--- config.mk ---
export PLATFORM = sky130hd
export DESIGN_NAME = pipe_core
export DESIGN_NICKNAME = d
export VERILOG_FILES = /design/src/design/pipe_pkg.sv /design/src/design/pipe_core.sv /design/src/design/alu.sv /design/src/design/fwd_unit.sv /design/src/design/instr_decode.sv /design/src/design/reg_file_pipe.sv
export VERILOG_INCLUDE_DIRS = /design/src /design/src/include
export SDC_FILE = /design/constraint.sdc
export NUM_CORES = 2
export LEC_CHECK = 0
export BUFFER_PORTS_ARGS = -buffer_cell sky130_fd_sc_hd__buf_2
export CAP_MARGIN = 10
export CORE_MARGIN = 3
export CORE_UTILIZATION = 55
export CTS_CLUSTER_DIAMETER = 200
export CTS_CLUSTER_SIZE = 24
export DETAILED_ROUTE_END_ITERATION = 8
export PLACE_DENSITY = 0.71
export SYNTH_ARGS = -nofsm -noshare
export SYNTH_HDL_FRONTEND = slang
export SYNTH_HIERARCHICAL = 1
export SYNTH_SLANG_ARGS = --single-unit
--- constraint.sdc ---
create_clock -name clk -period 5.5 [get_ports clk]
set_clock_uncertainty 0.2 [all_clocks]
set_input_delay 0.55 -clock clk [delete_from_list [all_inputs] [get_ports clk]]
set_output_delay 0.55 -clock clk [all_outputs]
set_load 0.05 [all_outputs]
--- src/include/pipe_params.svh ---
`ifndef PIPE_PARAMS_SVH
`define PIPE_PARAMS_SVH

// Datapath width
`define DATA_W 32

// Register file addressing
`define REG_ADDR_W 5
`define NUM_REGS 32

`endif
--- src/design/pipe_pkg.sv ---
package pipe_pkg;

	// Primary opcode field, MIPS encodings
	typedef enum logic [5:0] {
		OP_RTYPE = 6'h00,
		OP_ADDI  = 6'h08,
		OP_ORI   = 6'h0d,
		OP_LUI   = 6'h0f
	} opcode_e;

	// Funct field of R-type instructions
	typedef enum logic [5:0] {
		FN_ADD = 6'h20,
		FN_SUB = 6'h22,
		FN_AND = 6'h24,
		FN_OR  = 6'h25,
		FN_SLT = 6'h2a
	} funct_e;

	// Operation selected for the ALU
	typedef enum logic [2:0] {
		ALU_ADD,
		ALU_SUB,
		ALU_AND,
		ALU_OR,
		ALU_SLT,
		ALU_LUI
	} alu_op_e;

endpackage

--- src/design/pipe_core.sv ---
`timescale 1ns/1ps
`include "pipe_params.svh"

module pipe_core (
	input  logic                   clk,
	input  logic                   rst_n,
	input  logic                   instr_valid,
	input  logic [`DATA_W-1:0]     instr,
	output logic                   wb_valid,
	output logic [`REG_ADDR_W-1:0] wb_addr,
	output logic [`DATA_W-1:0]     wb_data
);

	import pipe_pkg::*;

	// Decode stage
	logic [`REG_ADDR_W-1:0] id_rs;
	logic [`REG_ADDR_W-1:0] id_rt;
	logic [`REG_ADDR_W-1:0] id_dest;
	alu_op_e                id_alu_op;
	logic                   id_use_imm;
	logic [`DATA_W-1:0]     id_imm;
	logic                   id_wr_en;
	logic [`DATA_W-1:0]     rf_a;
	logic [`DATA_W-1:0]     rf_b;
	logic [`DATA_W-1:0]     fwd_a;
	logic [`DATA_W-1:0]     fwd_b;

	// ID/EX register
	logic                   ex_wr;
	logic [`REG_ADDR_W-1:0] ex_dest;
	alu_op_e                ex_alu_op;
	logic [`DATA_W-1:0]     ex_a;
	logic [`DATA_W-1:0]     ex_b;
	logic [`DATA_W-1:0]     ex_result;

	// EX/WB register
	logic                   wb_wr;
	logic [`REG_ADDR_W-1:0] wb_dest;
	logic [`DATA_W-1:0]     wb_result;

	instr_decode u_decode (
		.instr_valid (instr_valid),
		.instr       (instr),
		.rs          (id_rs),
		.rt          (id_rt),
		.dest        (id_dest),
		.alu_op      (id_alu_op),
		.use_imm     (id_use_imm),
		.imm         (id_imm),
		.wr_en       (id_wr_en)
	);

	reg_file_pipe u_reg_file (
		.clk    (clk),
		.rst_n  (rst_n),
		.rs     (id_rs),
		.rs2    (id_rt),
		.rd_wb  (wb_dest),
		.reg_wr (wb_wr),
		.bus_w  (wb_result),
		.bus_a  (rf_a),
		.bus_b  (rf_b)
	);

	fwd_unit u_fwd (
		.rs        (id_rs),
		.rt        (id_rt),
		.reg_a     (rf_a),
		.reg_b     (rf_b),
		.ex_wr     (ex_wr),
		.wb_wr     (wb_wr),
		.ex_dest   (ex_dest),
		.wb_dest   (wb_dest),
		.ex_result (ex_result),
		.wb_result (wb_result),
		.opnd_a    (fwd_a),
		.opnd_b    (fwd_b)
	);

	alu u_alu (
		.alu_op (ex_alu_op),
		.a      (ex_a),
		.b      (ex_b),
		.result (ex_result)
	);

	// Stage write flags double as the stage valid bits
	always_ff @(posedge clk) begin
		if (!rst_n) begin
			ex_wr <= 1'b0;
			wb_wr <= 1'b0;
		end else begin
			ex_wr <= id_wr_en;
			wb_wr <= ex_wr;
		end
	end

	// Payload moves every cycle, qualified by the flags above
	always_ff @(posedge clk) begin
		ex_dest   <= id_dest;
		ex_alu_op <= id_alu_op;
		ex_a      <= fwd_a;
		ex_b      <= id_use_imm ? id_imm : fwd_b;
		wb_dest   <= ex_dest;
		wb_result <= ex_result;
	end

	assign wb_valid = wb_wr;
	assign wb_addr  = wb_dest;
	assign wb_data  = wb_result;

	// A writeback to r0 would mean decode let one through
	a_wb_not_r0: assert property (
		@(posedge clk) disable iff (!rst_n)
		wb_valid |-> (wb_addr != '0)
	) else $error("writeback strobe with r0 as target");

endmodule

--- src/design/alu.sv ---
`timescale 1ns/1ps
`include "pipe_params.svh"

module alu (
	input  pipe_pkg::alu_op_e  alu_op,
	input  logic [`DATA_W-1:0] a,
	input  logic [`DATA_W-1:0] b,
	output logic [`DATA_W-1:0] result
);

	import pipe_pkg::*;

	localparam int HALF_W = `DATA_W / 2;

	logic signed_lt;

	assign signed_lt = $signed(a) < $signed(b);

	always_comb begin
		case (alu_op)
			ALU_ADD: result = a + b;
			ALU_SUB: result = a - b;
			ALU_AND: result = a & b;
			ALU_OR:  result = a | b;
			ALU_SLT: result = {{(`DATA_W-1){1'b0}}, signed_lt};
			// Immediate moves to the upper half, low half cleared
			ALU_LUI: result = {b[HALF_W-1:0], {HALF_W{1'b0}}};
			default: result = a + b;
		endcase
	end

endmodule

--- src/design/fwd_unit.sv ---
`timescale 1ns/1ps
`include "pipe_params.svh"

module fwd_unit (
	input  logic [`REG_ADDR_W-1:0] rs,
	input  logic [`REG_ADDR_W-1:0] rt,
	input  logic [`DATA_W-1:0]     reg_a,
	input  logic [`DATA_W-1:0]     reg_b,
	input  logic                   ex_wr,
	input  logic                   wb_wr,
	input  logic [`REG_ADDR_W-1:0] ex_dest,
	input  logic [`REG_ADDR_W-1:0] wb_dest,
	input  logic [`DATA_W-1:0]     ex_result,
	input  logic [`DATA_W-1:0]     wb_result,
	output logic [`DATA_W-1:0]     opnd_a,
	output logic [`DATA_W-1:0]     opnd_b
);

	// Youngest in-flight producer wins, then the older one, then the array
	function automatic logic [`DATA_W-1:0] pick_src(
		input logic [`REG_ADDR_W-1:0] src,
		input logic [`DATA_W-1:0]     reg_val
	);
		logic [`DATA_W-1:0] val;
		if (ex_wr && (ex_dest == src)) begin
			val = ex_result;
		end else if (wb_wr && (wb_dest == src)) begin
			val = wb_result;
		end else begin
			val = reg_val;
		end
		return val;
	endfunction

	// Write flags are never set for r0, so r0 always falls through
	always_comb begin
		opnd_a = pick_src(rs, reg_a);
		opnd_b = pick_src(rt, reg_b);
	end

endmodule

--- src/design/instr_decode.sv ---
`timescale 1ns/1ps
`include "pipe_params.svh"

module instr_decode (
	input  logic                   instr_valid,
	input  logic [`DATA_W-1:0]     instr,
	output logic [`REG_ADDR_W-1:0] rs,
	output logic [`REG_ADDR_W-1:0] rt,
	output logic [`REG_ADDR_W-1:0] dest,
	output pipe_pkg::alu_op_e      alu_op,
	output logic                   use_imm,
	output logic [`DATA_W-1:0]     imm,
	output logic                   wr_en
);

	import pipe_pkg::*;

	opcode_e                opcode;
	funct_e                 funct;
	logic [`REG_ADDR_W-1:0] rd_f;
	logic [15:0]            imm16;
	logic                   known;

	// Standard MIPS field layout
	assign opcode = opcode_e'(instr[31:26]);
	assign rs     = instr[25:21];
	assign rt     = instr[20:16];
	assign rd_f   = instr[15:11];
	assign imm16  = instr[15:0];
	assign funct  = funct_e'(instr[5:0]);

	always_comb begin
		known   = 1'b1;
		alu_op  = ALU_ADD;
		use_imm = 1'b1;
		dest    = rt;
		imm     = {{(`DATA_W-16){1'b0}}, imm16};
		case (opcode)
			OP_RTYPE: begin
				use_imm = 1'b0;
				dest    = rd_f;
				case (funct)
					FN_ADD:  alu_op = ALU_ADD;
					FN_SUB:  alu_op = ALU_SUB;
					FN_AND:  alu_op = ALU_AND;
					FN_OR:   alu_op = ALU_OR;
					FN_SLT:  alu_op = ALU_SLT;
					default: known = 1'b0;
				endcase
			end
			// Sign-extended immediate
			OP_ADDI: imm = {{(`DATA_W-16){imm16[15]}}, imm16};
			OP_ORI:  alu_op = ALU_OR;
			// Upper-half placement is done in the ALU
			OP_LUI:  alu_op = ALU_LUI;
			default: known = 1'b0;
		endcase
	end

	// Dropped instructions and r0 targets never write back
	assign wr_en = instr_valid && known && (dest != '0);

endmodule

--- src/design/reg_file_pipe.sv ---
`timescale 1ns/1ps
`include "pipe_params.svh"

module reg_file_pipe (
	input  logic                   clk,
	input  logic                   rst_n,
	input  logic [`REG_ADDR_W-1:0] rs,
	input  logic [`REG_ADDR_W-1:0] rs2,
	input  logic [`REG_ADDR_W-1:0] rd_wb,
	input  logic                   reg_wr,
	input  logic [`DATA_W-1:0]     bus_w,
	output logic [`DATA_W-1:0]     bus_a,
	output logic [`DATA_W-1:0]     bus_b
);

	logic [`DATA_W-1:0] regs [`NUM_REGS];
	logic [`NUM_REGS-1:0] dest_wr_en;

	// One-hot write enable with bit 0 tied low so r0 stays zero
	always_comb begin
		dest_wr_en = '0;
		if (reg_wr) begin
			dest_wr_en[rd_wb] = 1'b1;
		end
		dest_wr_en[0] = 1'b0;
	end

	always_ff @(posedge clk) begin
		if (!rst_n) begin
			for (int i = 0; i < `NUM_REGS; i++) begin
				regs[i] <= '0;
			end
		end else begin
			for (int i = 0; i < `NUM_REGS; i++) begin
				if (dest_wr_en[i]) begin
					regs[i] <= bus_w;
				end
			end
		end
	end

	// Plain array reads; a same-cycle write is seen only after the edge
	assign bus_a = regs[rs];
	assign bus_b = regs[rs2];

	// Decode must never hand a write to r0 down the pipe
	a_no_r0_write: assert property (
		@(posedge clk) disable iff (!rst_n)
		reg_wr |-> (rd_wb != '0)
	) else $error("register file write request to r0");

endmodule

* After elaboration in Yosys (flattened, before gate mapping)
Memories as Yosys holds them, arrays and structs flattened. Index checks and enable logic that the tools add are counted.
Operators by class: add/sub/neg operators 2, magnitude comparators 3, equality and inequality tests 17, multiplexer cells 140, bitwise logic cells 33, reduce and logical (&&, ||, !) cells 11
Operators with widths (count):
- 2-to-1 mux 32 bit | 38
- one-hot mux 32 bit (5 select lines) | 1
- 2-to-1 mux 1 bit | 96
- adder 32 bit | 1
- AND 32 bit | 1
- < comparator 32 bit | 1
- OR 32 bit | 1
- subtractor 32 bit | 1
- OR 1 bit | 31
- == test 6 bit (second input constant) | 5
- == test 5 bit | 4
- == test 6 x 4 -> 1 bit (second input constant) | 3
- one-hot mux 3 bit (4 select lines) | 1
- one-hot mux 3 bit (3 select lines) | 1
- logical AND 1 bit | 7
- == test 3 x 2 -> 1 bit (second input constant) | 2
- == test 3 bit (second input constant) | 2
- logical NOT 6 bit | 1
- < comparator 5 x 6 -> 1 bit (second input constant) | 1
- demux 1 bit (select 5 bit) | 1
- >= comparator 5 x 1 -> 1 bit (second input constant) | 1
- 2-to-1 mux 5 bit | 1
- nonzero test 5 bit | 1
- OR reduction 5 bit | 1
- 3 further kinds | 3
Word-level totals: register bits 111, bits in writable memories 1024, output and inout bits 38, word-level logic and storage cells 215, memories 1
Memory list:
- u_reg_file.regs | depth 32, width 32, rd ports 2, clocked after memory_dff 0, wr ports 32, line reg_file_pipe.sv:16 | logic [`DATA_W-1:0] regs [`NUM_REGS];

* Longest topological paths before layout
depth in word-level cells 9, gate-level depth with buffers 15, gate-level depth less buffers 15

* Modules after synthesis
Netlist, hierarchy kept.
Modules (own cells, without submodules):
- reg_file_pipe | instances 1, cells an instance 3169, area each 48841.8 µm², seq. area each 29788.6 µm²
- alu | instances 1, cells an instance 817, area each 5262.5 µm², seq. area each 0.0 µm²
- pipe_core | instances 1, cells an instance 149, area each 2778.9 µm², seq. area each 2222.1 µm²
- fwd_unit | instances 1, cells an instance 366, area each 2030.7 µm², seq. area each 0.0 µm²
- instr_decode | instances 1, cells an instance 75, area each 565.5 µm², seq. area each 0.0 µm²

* Least setup slack after synthesis
No wires, ideal clock.
kind reg2reg, from reg wb_wr, in the netlist wb_valid, to mem u_reg_file/regs[28][0] (netlist bit) (enable), setup time 0.466 ns, arrival time 3.528 ns, required time 4.834 ns, setup slack 1.307 ns, cell stages (with the launch flop) 3, path buffers 0, path through dfxtp_1 or3b_2 o21ai_0
RTL lines:
- start: declaration | line pipe_core.sv:38 | logic wb_wr;
- start signal: assignment | line pipe_core.sv:95 | wb_wr <= ex_wr;
- end: declaration | line reg_file_pipe.sv:16

* Final worst setup path
from reg ex_alu_op[1], to reg ex_b[24]
Between the ends: word-level cells in the longest chain between the ends 4, elaborated cells between the ends (all ways) 8, those cells by class eq/ne: 5; mux: 3
Ends and longest elaborated chain:
- start: declaration | line pipe_core.sv:32 | alu_op_e ex_alu_op;
- start signal: assignment | line pipe_core.sv:102 | ex_alu_op <= id_alu_op;
- == test 3 bit (tied with other cells) | line alu.sv:20 | case (alu_op)
- one-hot mux 32 bit (5 select lines) (*) | line alu.sv:20
- via ex_result[24] | line pipe_core.sv:35 | logic [`DATA_W-1:0] ex_result;
- 2-to-1 mux 32 bit (*) | line fwd_unit.sv:25 | if (ex_wr && (ex_dest == src)) begin
- via fwd_b[24] | line pipe_core.sv:27 | logic [`DATA_W-1:0] fwd_b;
- 2-to-1 mux 32 bit (*) | line pipe_core.sv:104 | ex_b <= id_use_imm ? id_imm : fwd_b;
- end signal: assignment | line pipe_core.sv:104
- end: declaration | line pipe_core.sv:34 | logic [`DATA_W-1:0] ex_b;
The timed path passes the listed nets; every way through them passes the cells marked *. A chain may end at the register's enable or synchronous reset.

==> metrics.yaml <==
antenna_found_initial: 4
regArea_um2: 32000
cp_max_fo: 14
syn_to_final_growth_pct: 5.56
insertion_delay_ns: 0.68
grt_start_max_net_pins: 74
fp.dieW_um: 335
place_area_um2: 61200
routed_via_density: 7.23
min_path_type: "in -> reg"
numCtsBuffers: 51
yosysWarnings: 6
wl_per_cell_um: 32.6
place_congestion: 0.993
dr.first_iter.drc_count: 6358
leakage_uw: 0.0224
design_area_um2: 62800
grt_pass1_wl_mm: 279
grt.overflow.total: 0
crit_path_start_kind: "register"
cts_sinks: 1103
ios: 73
synth_edf_count: 992
routed_wirelength_mm: 192
synth_nets: 4709
die-area_um2: 112000
fin_ws_ns: 1.23
port_buffers: 72
seq_area_frac_synth_pct: 53.8
globalRouteTotalUtil_pct: 33.7
fillCellCount: 8378
ys_types: 99
mostFrequentLayoutCell: "edfxtp_1"
htreeDepth: 2
route.antenna.remaining_nets: 0
fin_crit_ns: 4.27
met2_length_mm: 86.8
post_cts_resized: 0
setup-tns-final_ns: 0
place_ws_ns: 1.42
start_util_pct: 55.5
grt_pass1_vias: 41295
max_freq_ghz: 0.234
endpoint_kind: "register"
syn_inst: 4576
peakVddDrop_mv: 0.245
top_layer_used: "met5"
worstPathArrival_ns: 4.62
synth_seq_cells: 1103
finalCritPeriodShare_pct: 77.7
firstDrtPassIters: 6
die_h_um: 335
setup_violations: 0
synthArstFlopShare_pct: 0
clockBufferDepth: 3
maxSlewViolCount: 0
core_area_um2: 107000
syn_area_um2: 59500
maxCapViolCount: 0
rsz0062_at_grt: "false"
worstPathRequired_ns: 5.85
critPathKind: "reg -> reg"
met3WireLength_mm: 27.5
synth_ff_type: "edfxtp_1"
clk_pin_slew_ns: 0.10
place_hpwl_mm: 121
power.density_nw_per_um2: 293
avgSynthCellArea_um2: 13.0
hold_viol: 0
status: "finished clean"
drt-met1-wl_mm: 68.7
max_slew.worst_pin.slew_ns: 1.26
relSlewSlack_pct: 15.5
drive_gt1_share_pct: 19.2
cts_tree: "done"
vias: 42469
multi_input_area_um2: 25000
layout_common_cells: "992 x edfxtp_1, 630 x nor2_1, 384 x mux4_2"
rows: 120
drc_errors: 0
nNetsFinal: 4580
root_buffer: "clkbuf_16"
num_antenna_cells: 0
-- area by class of cell --
| cell class | count | share of cell area (%) |
|---|---|---|
| Clock buffer | 74 | 2.24 |
| Sequential cell | 1103 | 51.0 |
| Inverter | 140 | 0.837 |
| Multi-Input combinational cell | 2890 | 39.8 |
| Timing Repair Buffer | 261 | 3.32 |
| Tap cell | 1403 | 2.80 |
-- critical path, cell delays in order (launching register included) --
cell and delay [ns]:
dfxtp_1 0.75, clkinv_1 0.72, and3_1 0.50, a21oi_1 0.67, o221ai_1 0.26, a41oi_1 0.20, o21ai_0 0.24, nor3_1 0.24
a31oi_1 0.06, mux2_4 0.28
-- cells in the mapped netlist (88+ instances only) --
master,n,area (um2)
clkbuf_1,272,1020
edfxtp_1,992,29800
nand2_1,240,901
a21oi_1,88,440
a22o_1,193,1690
nor2_1,632,2370
o21ai_0,128,641
dfxtp_1,111,2220
inv_1,136,510
mux4_2,384,8650
mux2i_1,170,1700
ha_1,96,1200
-- state kept, by name, summed over array words and instances (netlist names) --
signal           count
wb_valid             1
u_reg_file/regs    992
ex_dest              5
ex_a                32
ex_b                32
wb_addr              5
ex_wr                1
ex_alu_op            3
wb_data             32
-- through the flow --
step	utilization, %	hold WS (ns)	total power [uW]	instances
floorplan	-	0.175	12800	4576
global placement	57.1	0.197	14000	5779
detailed placement	57.1	0.192	14100	5779
CTS	58.6	0.00448	18300	5870
global route	58.6	0.0798	19000	5871
finish	58.6	0.0546	18400	5871
-- cells by family after synthesis --
kind of cell,synth area share [%]
AOI/OAI and AO/OA,10.7
muxes,19.5
DFF,53.8
buffers and inverters,4.58
adders and majority gates,2.09
xor gates and xnor gates,0.309
and+or+nand+nor,8.95
-- layer usage --
layer / up-vias / GRT usage [%]
li1: 17271 / -
met1: 21272 / 46.0
met2: 3352 / 51.9
met3: 566 / 9.12
met4: 8 / 13.3
met5: - / 0
-- path summary, 6_finish.rpt --
| check | from | endpoint | slack, ns | depth (start not counted) |
|---|---|---|---|---|
| setup / recovery | ex_alu_op[1] | ex_b[24] | 1.23 | 9 |
| hold / removal | instr[26] | ex_alu_op[0] | 0.05 | 3 |
| setup reg to reg | ex_alu_op[1] | ex_b[24] | 1.23 | 9 |
| hold reg to reg | ex_dest[4] | wb_addr[4] | 0.25 | 0 |
-- power breakdown --
group	switching (uW)	internal, uW
sequential	429	9870
combinational	2400	1340
clock	2580	1770
total	5410	13000
-- what timing repair did --
action | 4_1_cts | 5_1_grt
hold buffers | 17 | 1
buffers inserted | 0 | 0
endpoints found under the hold margin | 23 | 1
Power figures use the tool's default switching activity.
